**src/logic/lc3b_types.sv**
```systemverilog
package lc3b_types;

    typedef logic [15:0] lc3b_word;
    typedef logic [2:0]  lc3b_reg;
    typedef logic [2:0]  lc3b_nzp;
    // Bit 1 is the high byte
    typedef logic [1:0]  lc3b_mem_wmask;

    typedef enum logic [3:0] {
        op_br  = 4'b0000,
        op_add = 4'b0001,
        op_ldb = 4'b0010,
        op_stb = 4'b0011,
        op_jsr = 4'b0100,
        op_and = 4'b0101,
        op_ldr = 4'b0110,
        op_str = 4'b0111,
        op_not = 4'b1001,
        op_jmp = 4'b1100,
        op_shf = 4'b1101,
        op_lea = 4'b1110
    } lc3b_opcode;

    typedef enum logic [2:0] {
        alu_add,
        alu_and,
        alu_not,
        alu_sll,
        alu_srl,
        alu_sra,
        alu_pass
    } lc3b_aluop;

    // Second ALU operand
    localparam logic [1:0] alumux_reg  = 2'd0;
    localparam logic [1:0] alumux_imm4 = 2'd1;
    localparam logic [1:0] alumux_imm5 = 2'd2;
    localparam logic [1:0] alumux_off6 = 2'd3;

    // Register file write data
    localparam logic [1:0] regfilemux_alu   = 2'd0;
    localparam logic [1:0] regfilemux_mem   = 2'd1;
    localparam logic [1:0] regfilemux_pcoff = 2'd2;
    localparam logic [1:0] regfilemux_link  = 2'd3;

    typedef struct packed {
        lc3b_aluop  aluop;
        logic [1:0] alumux_sel;
        logic       offset6_lsse;
    } lc3b_control_word_ex;

    typedef struct packed {
        logic d_mem_read;
        logic d_mem_write;
    } lc3b_control_word_mem;

    typedef struct packed {
        lc3b_opcode opcode;
        logic       load_regfile;
        logic       load_cc;
        logic [1:0] regfilemux_sel;
        logic       destmux_sel;
    } lc3b_control_word_wb;

    typedef struct packed {
        lc3b_control_word_ex  ex;
        lc3b_control_word_mem mem;
        lc3b_control_word_wb  wb;
        logic                 src2mux_sel;
    } lc3b_control_word;

endpackage : lc3b_types

```
**src/logic/cpu_control.sv**
```systemverilog
`timescale 1ns/1ps

module cpu_control (
    input  lc3b_types::lc3b_opcode       opcode,
    input  logic                         ir_4,
    input  logic                         ir_5,
    input  logic                         ir_11,
    output lc3b_types::lc3b_control_word cw
);
    import lc3b_types::*;

    always_comb begin
        cw = '0;
        cw.ex.aluop = alu_pass;
        cw.ex.alumux_sel = alumux_reg;
        cw.wb.opcode = opcode;
        cw.wb.regfilemux_sel = regfilemux_alu;

        case (opcode)
            op_add, op_and: begin
                cw.ex.aluop = (opcode == op_add) ? alu_add : alu_and;
                cw.ex.alumux_sel = ir_5 ? alumux_imm5 : alumux_reg;
                cw.wb.load_regfile = 1'b1;
                cw.wb.load_cc = 1'b1;
            end
            op_not: begin
                cw.ex.aluop = alu_not;
                cw.wb.load_regfile = 1'b1;
                cw.wb.load_cc = 1'b1;
            end
            op_shf: begin
                if (!ir_4) begin
                    cw.ex.aluop = alu_sll;
                end else if (ir_5) begin
                    cw.ex.aluop = alu_sra;
                end else begin
                    cw.ex.aluop = alu_srl;
                end
                cw.ex.alumux_sel = alumux_imm4;
                cw.wb.load_regfile = 1'b1;
                cw.wb.load_cc = 1'b1;
            end
            op_lea: begin
                cw.wb.load_regfile = 1'b1;
                cw.wb.regfilemux_sel = regfilemux_pcoff;
            end
            op_ldr, op_ldb: begin
                cw.ex.aluop = alu_add;
                cw.ex.alumux_sel = alumux_off6;
                cw.ex.offset6_lsse = (opcode == op_ldr);
                cw.mem.d_mem_read = 1'b1;
                cw.wb.load_regfile = 1'b1;
                cw.wb.load_cc = 1'b1;
                cw.wb.regfilemux_sel = regfilemux_mem;
            end
            op_str, op_stb: begin
                cw.ex.aluop = alu_add;
                cw.ex.alumux_sel = alumux_off6;
                cw.ex.offset6_lsse = (opcode == op_str);
                cw.mem.d_mem_write = 1'b1;
                // Source register sits in the DR field
                cw.src2mux_sel = 1'b1;
            end
            op_jmp: begin
                // Bits 3:0 are zero here, so the ALU hands the base through
                cw.ex.aluop = alu_add;
                cw.ex.alumux_sel = alumux_imm4;
            end
            op_jsr: begin
                if (!ir_11) begin
                    cw.ex.aluop = alu_add;
                    cw.ex.alumux_sel = alumux_imm4;
                end
                cw.wb.load_regfile = 1'b1;
                cw.wb.regfilemux_sel = regfilemux_link;
                cw.wb.destmux_sel = 1'b1;
            end
            default: ;
        endcase
    end

endmodule : cpu_control

```
**src/logic/cpu_regfile.sv**
```systemverilog
`timescale 1ns/1ps

module cpu_regfile (
    input  logic                  clk,
    input  logic                  rst,
    input  logic                  load,
    input  lc3b_types::lc3b_word  in,
    input  lc3b_types::lc3b_reg   src_a,
    input  lc3b_types::lc3b_reg   src_b,
    input  lc3b_types::lc3b_reg   dest,
    output lc3b_types::lc3b_word  reg_a,
    output lc3b_types::lc3b_word  reg_b
);
    import lc3b_types::*;

    lc3b_word data [8];

    always_ff @(posedge clk) begin
        if (rst) begin
            for (int i = 0; i < 8; i++) begin
                data[i] <= '0;
            end
        end else if (load) begin
            data[dest] <= in;
        end
    end

    // Write-through so a reader in ID sees the WB value
    always_comb begin
        reg_a = (load && dest == src_a) ? in : data[src_a];
        reg_b = (load && dest == src_b) ? in : data[src_b];
    end

endmodule : cpu_regfile

```
**src/logic/cpu_alu.sv**
```systemverilog
`timescale 1ns/1ps

module cpu_alu (
    input  lc3b_types::lc3b_aluop aluop,
    input  lc3b_types::lc3b_word  a,
    input  lc3b_types::lc3b_word  b,
    output lc3b_types::lc3b_word  f
);
    import lc3b_types::*;

    logic [3:0] shamt;

    assign shamt = b[3:0];

    always_comb begin
        case (aluop)
            alu_add: begin
                f = a + b;
            end
            alu_and: begin
                f = a & b;
            end
            alu_not: begin
                f = ~a;
            end
            alu_sll: begin
                f = a << shamt;
            end
            alu_srl: begin
                f = a >> shamt;
            end
            alu_sra: begin
                f = lc3b_word'($signed(a) >>> shamt);
            end
            default: begin
                f = b;
            end
        endcase
    end

endmodule : cpu_alu

```
**src/logic/cpu_datapath.sv**
```systemverilog
`timescale 1ns/1ps

module cpu_datapath #(
    parameter lc3b_types::lc3b_word start_pc = '0
) (
    input  logic                          clk,
    input  logic                          rst,

    // Control interface
    input  lc3b_types::lc3b_control_word  cw,
    output lc3b_types::lc3b_opcode        opcode,
    output logic                          ir_4,
    output logic                          ir_5,
    output logic                          ir_11,

    // Instruction memory
    output lc3b_types::lc3b_word          i_mem_address,
    input  lc3b_types::lc3b_word          i_mem_rdata,

    // Data memory
    output lc3b_types::lc3b_word          d_mem_address,
    input  lc3b_types::lc3b_word          d_mem_rdata,
    output lc3b_types::lc3b_word          d_mem_wdata,
    output logic                          d_mem_read,
    output logic                          d_mem_write,
    output lc3b_types::lc3b_mem_wmask     d_mem_byte_enable
);
    import lc3b_types::*;

    typedef struct packed {
        logic     valid;
        lc3b_word pc;
        lc3b_word ir;
    } if_id_t;

    typedef struct packed {
        logic                 valid;
        lc3b_control_word_ex  ex;
        lc3b_control_word_mem mem;
        lc3b_control_word_wb  wb;
        lc3b_word             pc;
        lc3b_word             ir;
        lc3b_word             src_a_data;
        lc3b_word             src_b_data;
    } id_ex_t;

    typedef struct packed {
        logic                 valid;
        lc3b_control_word_mem mem;
        lc3b_control_word_wb  wb;
        lc3b_word             pc;
        lc3b_word             ir;
        lc3b_word             alu;
        lc3b_word             wdata;
        lc3b_mem_wmask        wmask;
    } ex_mem_t;

    typedef struct packed {
        logic                valid;
        lc3b_control_word_wb wb;
        lc3b_word            pc;
        lc3b_word            ir;
        lc3b_word            alu;
        lc3b_word            rdata;
    } mem_wb_t;

    if_id_t  if_id;
    id_ex_t  id_ex;
    ex_mem_t ex_mem;
    mem_wb_t mem_wb;

    lc3b_word      pc;
    lc3b_word      pc_plus2;
    lc3b_word      pc_next;
    lc3b_reg       src_b;
    lc3b_reg       dest;
    lc3b_word      reg_a;
    lc3b_word      reg_b;
    lc3b_word      imm4;
    lc3b_word      imm5;
    lc3b_word      off6;
    lc3b_word      alumux_out;
    lc3b_word      alu_out;
    lc3b_word      store_data;
    lc3b_mem_wmask store_mask;
    lc3b_word      adj9;
    lc3b_word      adj11;
    lc3b_word      pc_plus_off;
    lc3b_word      load_data;
    lc3b_word      regfile_in;
    lc3b_nzp       gencc;
    lc3b_nzp       cc;
    logic          br_enable;
    logic          wb_load_regfile;

    // Fetch
    assign pc_plus2 = pc + 16'd2;
    assign i_mem_address = pc;

    always_ff @(posedge clk) begin
        if (rst) begin
            pc <= start_pc;
        end else begin
            pc <= pc_next;
        end
    end

    always_ff @(posedge clk) begin
        if_id.pc <= pc_plus2;
        if_id.ir <= i_mem_rdata;
        if (rst) begin
            if_id.valid <= 1'b0;
        end else begin
            if_id.valid <= 1'b1;
        end
    end

    // Decode
    assign opcode = lc3b_opcode'(if_id.ir[15:12]);
    assign ir_4 = if_id.ir[4];
    assign ir_5 = if_id.ir[5];
    assign ir_11 = if_id.ir[11];
    assign src_b = cw.src2mux_sel ? if_id.ir[11:9] : if_id.ir[2:0];

    cpu_regfile regfile (
        .clk(clk),
        .rst(rst),
        .load(wb_load_regfile),
        .in(regfile_in),
        .src_a(if_id.ir[8:6]),
        .src_b(src_b),
        .dest(dest),
        .reg_a(reg_a),
        .reg_b(reg_b)
    );

    always_ff @(posedge clk) begin
        id_ex.ex <= cw.ex;
        id_ex.mem <= cw.mem;
        id_ex.wb <= cw.wb;
        id_ex.pc <= if_id.pc;
        id_ex.ir <= if_id.ir;
        id_ex.src_a_data <= reg_a;
        id_ex.src_b_data <= reg_b;
        if (rst) begin
            id_ex.valid <= 1'b0;
        end else begin
            id_ex.valid <= if_id.valid;
        end
    end

    // Execute
    assign imm4 = {12'h000, id_ex.ir[3:0]};
    assign imm5 = {{11{id_ex.ir[4]}}, id_ex.ir[4:0]};
    assign off6 = id_ex.ex.offset6_lsse ? {{9{id_ex.ir[5]}}, id_ex.ir[5:0], 1'b0}
                                        : {{10{id_ex.ir[5]}}, id_ex.ir[5:0]};

    always_comb begin
        case (id_ex.ex.alumux_sel)
            alumux_imm4: alumux_out = imm4;
            alumux_imm5: alumux_out = imm5;
            alumux_off6: alumux_out = off6;
            default:     alumux_out = id_ex.src_b_data;
        endcase
    end

    cpu_alu alu (
        .aluop(id_ex.ex.aluop),
        .a(id_ex.src_a_data),
        .b(alumux_out),
        .f(alu_out)
    );

    // Byte lane for STB follows address bit 0
    always_comb begin
        store_mask = 2'b11;
        store_data = id_ex.src_b_data;
        if (id_ex.wb.opcode == op_stb) begin
            if (alu_out[0]) begin
                store_mask = 2'b10;
                store_data = {id_ex.src_b_data[7:0], 8'h00};
            end else begin
                store_mask = 2'b01;
                store_data = {8'h00, id_ex.src_b_data[7:0]};
            end
        end
    end

    always_ff @(posedge clk) begin
        ex_mem.mem <= id_ex.mem;
        ex_mem.wb <= id_ex.wb;
        ex_mem.pc <= id_ex.pc;
        ex_mem.ir <= id_ex.ir;
        ex_mem.alu <= alu_out;
        ex_mem.wdata <= store_data;
        ex_mem.wmask <= store_mask;
        if (rst) begin
            ex_mem.valid <= 1'b0;
        end else begin
            ex_mem.valid <= id_ex.valid;
        end
    end

    // Memory
    assign d_mem_address = ex_mem.alu;
    assign d_mem_wdata = ex_mem.wdata;
    assign d_mem_byte_enable = ex_mem.wmask;
    assign d_mem_read = ex_mem.valid && ex_mem.mem.d_mem_read;
    assign d_mem_write = ex_mem.valid && ex_mem.mem.d_mem_write;

    always_ff @(posedge clk) begin
        mem_wb.wb <= ex_mem.wb;
        mem_wb.pc <= ex_mem.pc;
        mem_wb.ir <= ex_mem.ir;
        mem_wb.alu <= ex_mem.alu;
        mem_wb.rdata <= d_mem_rdata;
        if (rst) begin
            mem_wb.valid <= 1'b0;
        end else begin
            mem_wb.valid <= ex_mem.valid;
        end
    end

    // Writeback
    assign adj9 = {{6{mem_wb.ir[8]}}, mem_wb.ir[8:0], 1'b0};
    assign adj11 = {{4{mem_wb.ir[10]}}, mem_wb.ir[10:0], 1'b0};
    assign pc_plus_off = mem_wb.pc + ((mem_wb.wb.opcode == op_jsr) ? adj11 : adj9);
    assign dest = mem_wb.wb.destmux_sel ? 3'b111 : mem_wb.ir[11:9];
    assign wb_load_regfile = mem_wb.valid && mem_wb.wb.load_regfile;

    // LDB picks the addressed byte and zero-extends it
    always_comb begin
        load_data = mem_wb.rdata;
        if (mem_wb.wb.opcode == op_ldb) begin
            load_data = mem_wb.alu[0] ? {8'h00, mem_wb.rdata[15:8]}
                                      : {8'h00, mem_wb.rdata[7:0]};
        end
    end

    always_comb begin
        case (mem_wb.wb.regfilemux_sel)
            regfilemux_mem:   regfile_in = load_data;
            regfilemux_pcoff: regfile_in = pc_plus_off;
            regfilemux_link:  regfile_in = mem_wb.pc;
            default:          regfile_in = mem_wb.alu;
        endcase
    end

    assign gencc = regfile_in[15] ? 3'b100 : ((regfile_in == '0) ? 3'b010 : 3'b001);

    always_ff @(posedge clk) begin
        if (rst) begin
            cc <= '0;
        end else if (mem_wb.valid && mem_wb.wb.load_cc) begin
            cc <= gencc;
        end
    end

    // BR nzp lives in the DR field
    assign br_enable = |(cc & mem_wb.ir[11:9]);

    always_comb begin
        pc_next = pc_plus2;
        if (mem_wb.valid) begin
            case (mem_wb.wb.opcode)
                op_br: begin
                    if (br_enable) begin
                        pc_next = pc_plus_off;
                    end
                end
                op_jmp: begin
                    pc_next = mem_wb.alu;
                end
                op_jsr: begin
                    pc_next = mem_wb.ir[11] ? pc_plus_off : mem_wb.alu;
                end
                default: begin
                    pc_next = pc_plus2;
                end
            endcase
        end
    end

endmodule : cpu_datapath

```
**src/logic/lc3b_cpu.sv**
```systemverilog
`timescale 1ns/1ps

module lc3b_cpu #(
    parameter lc3b_types::lc3b_word start_pc = '0
) (
    input  logic                      clk,
    input  logic                      rst,

    // Instruction memory
    output lc3b_types::lc3b_word      i_mem_address,
    input  lc3b_types::lc3b_word      i_mem_rdata,

    // Data memory
    output lc3b_types::lc3b_word      d_mem_address,
    input  lc3b_types::lc3b_word      d_mem_rdata,
    output lc3b_types::lc3b_word      d_mem_wdata,
    output logic                      d_mem_read,
    output logic                      d_mem_write,
    output lc3b_types::lc3b_mem_wmask d_mem_byte_enable
);
    import lc3b_types::*;

    lc3b_control_word cw;
    lc3b_opcode       opcode;
    logic             ir_4;
    logic             ir_5;
    logic             ir_11;

    // Decode of the instruction sitting in IF/ID
    cpu_control control (
        .opcode(opcode),
        .ir_4(ir_4),
        .ir_5(ir_5),
        .ir_11(ir_11),
        .cw(cw)
    );

    cpu_datapath #(
        .start_pc(start_pc)
    ) datapath (
        .clk(clk),
        .rst(rst),
        .cw(cw),
        .opcode(opcode),
        .ir_4(ir_4),
        .ir_5(ir_5),
        .ir_11(ir_11),
        .i_mem_address(i_mem_address),
        .i_mem_rdata(i_mem_rdata),
        .d_mem_address(d_mem_address),
        .d_mem_rdata(d_mem_rdata),
        .d_mem_wdata(d_mem_wdata),
        .d_mem_read(d_mem_read),
        .d_mem_write(d_mem_write),
        .d_mem_byte_enable(d_mem_byte_enable)
    );

endmodule : lc3b_cpu

```
**config.mk**
```make
export PLATFORM = sky130hd
export DESIGN_NAME = lc3b_cpu
export DESIGN_NICKNAME = d
export VERILOG_FILES = /design/src/logic/lc3b_types.sv /design/src/logic/cpu_control.sv /design/src/logic/cpu_regfile.sv /design/src/logic/cpu_alu.sv /design/src/logic/cpu_datapath.sv /design/src/logic/lc3b_cpu.sv
export SDC_FILE = /design/constraint.sdc
export NUM_CORES = 1
export LEC_CHECK = 0
export ABC_AREA = 1
export BUFFER_PORTS_ARGS = -buffer_cell sky130_fd_sc_hd__buf_2
export CORE_ASPECT_RATIO = 1.4
export CORE_UTILIZATION = 45
export CTS_BUF_LIST = sky130_fd_sc_hd__clkbuf_2 sky130_fd_sc_hd__clkbuf_4 sky130_fd_sc_hd__clkbuf_8
export CTS_CLUSTER_SIZE = 40
export DETAILED_ROUTE_END_ITERATION = 7
export HOLD_SLACK_MARGIN = 0.02
export PLACE_DENSITY = 0.65
export SLEW_MARGIN = 5
export SYNTH_ARGS = -nofsm -noshare
export SYNTH_HDL_FRONTEND = slang
export SYNTH_HIERARCHICAL = 1
export SYNTH_SLANG_ARGS = --single-unit
```
**constraint.sdc**
```tcl
create_clock -name clk -period 6 [get_ports clk]
set_input_delay 0.6 -clock clk [delete_from_list [all_inputs] [get_ports clk]]
set_output_delay 0.6 -clock clk [all_outputs]
set_load 0.02 [all_outputs]
```
==> insert_results.sql <==
INSERT INTO impl_metrics (metric_group, metric, value, unit) VALUES
('sta', 'report.final.setup_viol', '0', ''),
('synthesis', 'ys_seq_elements', '402', ''),
('place', 'pre_cts_setup_slack', '2.27', 'ns'),
('cells_and_area', 'fraction_of_final_layout_cells_sized_beyond_drive_strength_1', '11.7', '%'),
('clock_tree', 'post_cts_hold_buffer_count', '6', ''),
('synthesis', 'number_of_enable_flip_flop_cells_after_synthesis', '128', ''),
('sta', 'timing.clock.skew', '0.0376', 'ns'),
('clock_tree', 'cts.reportedPaths.clkPinSlew', '0.06', 'ns'),
('route', 'post-route-drc-count', '0', ''),
('critical_path', 'worst-r2r-cell-count', '12', ''),
('critical_path', 'critical_path.endpoint_type', 'flop', ''),
('route', 'vias', '17604', ''),
('die', 'design.core.area', '43100', 'µm²'),
('global_routing', 'grt.total_usage', '28.6', '%'),
('clock_tree', 'tritoncts', 'built', ''),
('cells_and_area', 'commonest_cells_after_routing_fill_and_taps_aside', '800 x sky130_fd_sc_hd__nand2_1, 395 x sky130_fd_sc_hd__nand3_1, 319 x sky130_fd_sc_hd__inv_1', ''),
('sta', 'timing.final.max_slew_violations', '0', ''),
('global_routing', 'grt_start_max_net_pins', '69', ''),
('clock_tree', 'cts-htree-levels', '2', ''),
('die', 'die_h', '250', 'µm'),
('route', 'ant_nets', '0', ''),
('sta', 'pin_slew_with_the_least_headroom_to_its_limit', '1.09', 'ns'),
('global_routing', 'via_count_of_the_first_global_routing_pass', '17048', ''),
('critical_path', 'cp_slowest_stage_delay', '0.72', 'ns'),
('pwr', 'total_leakage_power', '0.0105', 'µW'),
('cells_and_area', 'utilization', '49.9', '%'),
('die', 'die_width', '179', 'µm'),
('pwr', 'power.ir.vdd_worst', '155', 'µV'),
('die', 'rows', '90', ''),
('global_routing', 'globalRouteOverflowTotal', '0', ''),
('synthesis', 'syn-instance-count', '2656', ''),
('sta', 'fin_setup_tns', '0', 'ns'),
('job', 'maxCapViolCount', '0', ''),
('global_routing', 'grt_first_pass_wirelength', '97000', 'µm'),
('route', 'routed_wire_length_per_instance', '19.5', 'µm'),
('die', 'overall_die_area', '44700', 'µm²'),
('sta', 'timing.final.crit_share', '64.5', '%'),
('global_routing', 'busiest_layer', 'met2', ''),
('synthesis', 'post_synthesis_net_count', '2724', ''),
('critical_path', 'critPathBufInv', '4', ''),
('critical_path', 'critical_path.top_delay_family', 'buffers and inverters', ''),
('route', 'vias_per_cell', '5.35', ''),
('synthesis', 'cell_area_after_synthesis', '19700', 'µm²'),
('outcome', 'outcome', 'completed', ''),
('sta', 'hold_ws', '0.0539', 'ns'),
('route', 'drt_first_iter_violations', '1691', ''),
('critical_path', 'crit_slowest_cell', 'sky130_fd_sc_hd__o21ai_1', ''),
('clock_tree', 'post_cts_setup_bufs', '0', ''),
('cells_and_area', 'nNetsFinal', '2757', ''),
('global_routing', 'grt_antenna_before_repair', '1', ''),
('critical_path', 'critical_path_arrival', '4.36', 'ns'),
('sta', 'final.setup.worst_slack', '2.13', 'ns'),
('sta', 'finalHoldViolCount', '0', ''),
('hold_path', 'whs_path_depth', '1', ''),
('critical_path', 'setup.worst_path.class', 'flop to flop', ''),
('clock_tree', 'cts_sinks', '402', ''),
('global_routing', 'grt_use_met2', '49.8', '%'),
('synthesis', 'postSynth.asyncResetShare', '0', '%'),
('clock_tree', 'ctsRootBufferMaster', 'sky130_fd_sc_hd__clkbuf_8', ''),
('sta', 'finalWorstPathRequiredPeriod', '3.87', 'ns'),
('place', 'post-dp-hpwl', '47500', 'µm'),
('place', 'buffer_ports.inserted', '85', ''),
('route', 'drt_wl_total', '64100', 'µm'),
('global_routing', 'globalRouteMet3Util', '3.61', '%'),
('critical_path', 'type_of_origin_of_the_critical_path', 'flop', ''),
('clock_tree', 'clk_path_buf_depth', '3', ''),
('synthesis', 'ys_seq_area_share', '47.3', '%'),
('sta', 'slew-limit-headroom', '27.0', '%'),
('synthesis', 'ys.flop_type', 'sky130_fd_sc_hd__dfxtp_1', ''),
('synthesis', 'syn_avg_cell_area', '7.43', 'µm²'),
('sta', 'unrepaired_setup_endpoints_after_global_routing', 'no', '');
layer usage:
| metal | vias up | share of wire (%) |
|---|---|---|
| li1 | 8465 | - |
| met1 | 8167 | 39 |
| met2 | 766 | 49 |
| met3 | 206 | 6.2 |
| met4 | 0 | 5.8 |
| met5 | - | 0 |
worst register-to-register path, stage by stage (launching register included):
cell                       delay (ns)
sky130_fd_sc_hd__dfxtp_1         0.32
sky130_fd_sc_hd__nor2_1          0.40
sky130_fd_sc_hd__inv_1           0.30
sky130_fd_sc_hd__o21ai_1         0.72
sky130_fd_sc_hd__buf_4           0.35
sky130_fd_sc_hd__inv_6           0.10
sky130_fd_sc_hd__ha_1            0.29
sky130_fd_sc_hd__o221ai_1        0.22
sky130_fd_sc_hd__o22ai_1         0.10
sky130_fd_sc_hd__nand3_1         0.20
sky130_fd_sc_hd__nand2_1         0.31
sky130_fd_sc_hd__inv_1           0.37
sky130_fd_sc_hd__nor2_1          0.08
synth_stat cells (3+ instances only):
cell type | instances | area [µm²]
sky130_fd_sc_hd__a211oi_1 | 4 | 30.0
sky130_fd_sc_hd__a21oi_1 | 57 | 285
sky130_fd_sc_hd__a21oi_2 | 4 | 35.0
sky130_fd_sc_hd__a22oi_1 | 7 | 52.6
sky130_fd_sc_hd__a31oi_1 | 5 | 31.3
sky130_fd_sc_hd__buf_1 | 4 | 15.0
sky130_fd_sc_hd__buf_2 | 43 | 215
sky130_fd_sc_hd__buf_4 | 51 | 383
sky130_fd_sc_hd__buf_6 | 6 | 67.6
sky130_fd_sc_hd__clkbuf_1 | 27 | 101
sky130_fd_sc_hd__dfxtp_1 | 274 | 5490
sky130_fd_sc_hd__edfxtp_1 | 128 | 3840
sky130_fd_sc_hd__ha_1 | 32 | 400
sky130_fd_sc_hd__inv_1 | 320 | 1200
sky130_fd_sc_hd__inv_2 | 27 | 101
sky130_fd_sc_hd__inv_6 | 3 | 26.3
sky130_fd_sc_hd__mux2_2 | 3 | 33.8
sky130_fd_sc_hd__nand2_1 | 800 | 3000
sky130_fd_sc_hd__nand2_2 | 20 | 125
sky130_fd_sc_hd__nand2_4 | 4 | 45.0
sky130_fd_sc_hd__nand3_1 | 395 | 1980
sky130_fd_sc_hd__nand3_2 | 5 | 50.1
sky130_fd_sc_hd__nand3b_1 | 9 | 67.6
sky130_fd_sc_hd__nand4_1 | 6 | 37.5
sky130_fd_sc_hd__nor2_1 | 253 | 950
sky130_fd_sc_hd__nor2_2 | 14 | 87.6
sky130_fd_sc_hd__nor2_4 | 8 | 90.1
sky130_fd_sc_hd__nor3_1 | 15 | 75.1
sky130_fd_sc_hd__nor3_2 | 4 | 40.0
sky130_fd_sc_hd__o211ai_1 | 3 | 22.5
sky130_fd_sc_hd__o21ai_0 | 45 | 225
sky130_fd_sc_hd__o21ai_1 | 8 | 40.0
sky130_fd_sc_hd__o22ai_1 | 21 | 131
sky130_fd_sc_hd__or2_1 | 3 | 18.8
sky130_fd_sc_hd__or2_2 | 12 | 75.1
sky130_fd_sc_hd__xnor2_1 | 5 | 43.8
sky130_fd_sc_hd__xor2_1 | 8 | 70.1
logic make-up (layout without fill, tap and decap cells):
group / Yosys count / count (layout) / share of synthesized area, %
buffers and inverters: 485 / 568 / 10.9
adder cells (fa/ha/maj): 34 / 34 / 2.23
flip-flops: 402 / 402 / 47.3
AO/OA/AOI/OAI: 164 / 164 / 4.85
AND/OR/NAND/NOR: 1554 / 1554 / 33.9
other: 0 / 1 / 0
multiplexers: 4 / 4 / 0.222
XOR/XNOR: 13 / 13 / 0.577
flip-flops by register name, indices dropped and copies added, names as in the netlist, 4 cells and up:
name / cells
datapath/regfile/data: 128
datapath/id_ex: 78
datapath/mem_wb: 59
datapath/ex_mem: 40
datapath/if_id: 26
datapath/d_mem_address: 16
datapath/d_mem_wdata: 16
datapath/i_mem_address: 16
datapath/adj11: 11
datapath/opcode: 4
cell type report:
class                           instances  area [µm²]
Clock inverter                         20         184
Timing Repair Buffer                  104         583
Multi-Input combinational cell       1769        8270
Tap cell                              552         691
Antenna cell                            1        2.50
Fill cell                            4293       21600
Inverter                              352        1340
Sequential cell                       402        9330
Clock buffer                           92        1140
path summary, 6_finish.rpt:
kind,slack [ns],endpoint,from
max reg2reg,2.13,datapath/d_mem_wdata[6],datapath/id_ex[77]
max,2.13,datapath/d_mem_wdata[6],datapath/id_ex[77]
min,0.05,datapath/opcode[2],i_mem_rdata[14]
min reg2reg,0.32,datapath/ex_mem[56],datapath/id_ex[54]
report_power, final:
part / internal [µW] / switching (µW) / total (µW)
Combinational: 376 / 999 / 1370
Sequential: 3000 / 170 / 3170
Clock: 1350 / 1070 / 2420
Total: 4720 / 2240 / 6960
per-stage QoR:
| stage | power (µW) | instance area [µm²] | instances |
|---|---|---|---|
| 2_1_floorplan | 4120 | 19700 | 2656 |
| 3_3_place_gp | 4570 | 20100 | 3173 |
| 3_5_place_dp | 4570 | 20100 | 3173 |
| 4_1_cts | 6990 | 21500 | 3291 |
| 5_1_grt | 7270 | 21500 | 3292 |
| 6_report | 6960 | 21500 | 3292 |
No activity file was read; power rests on OpenSTA's default activity.
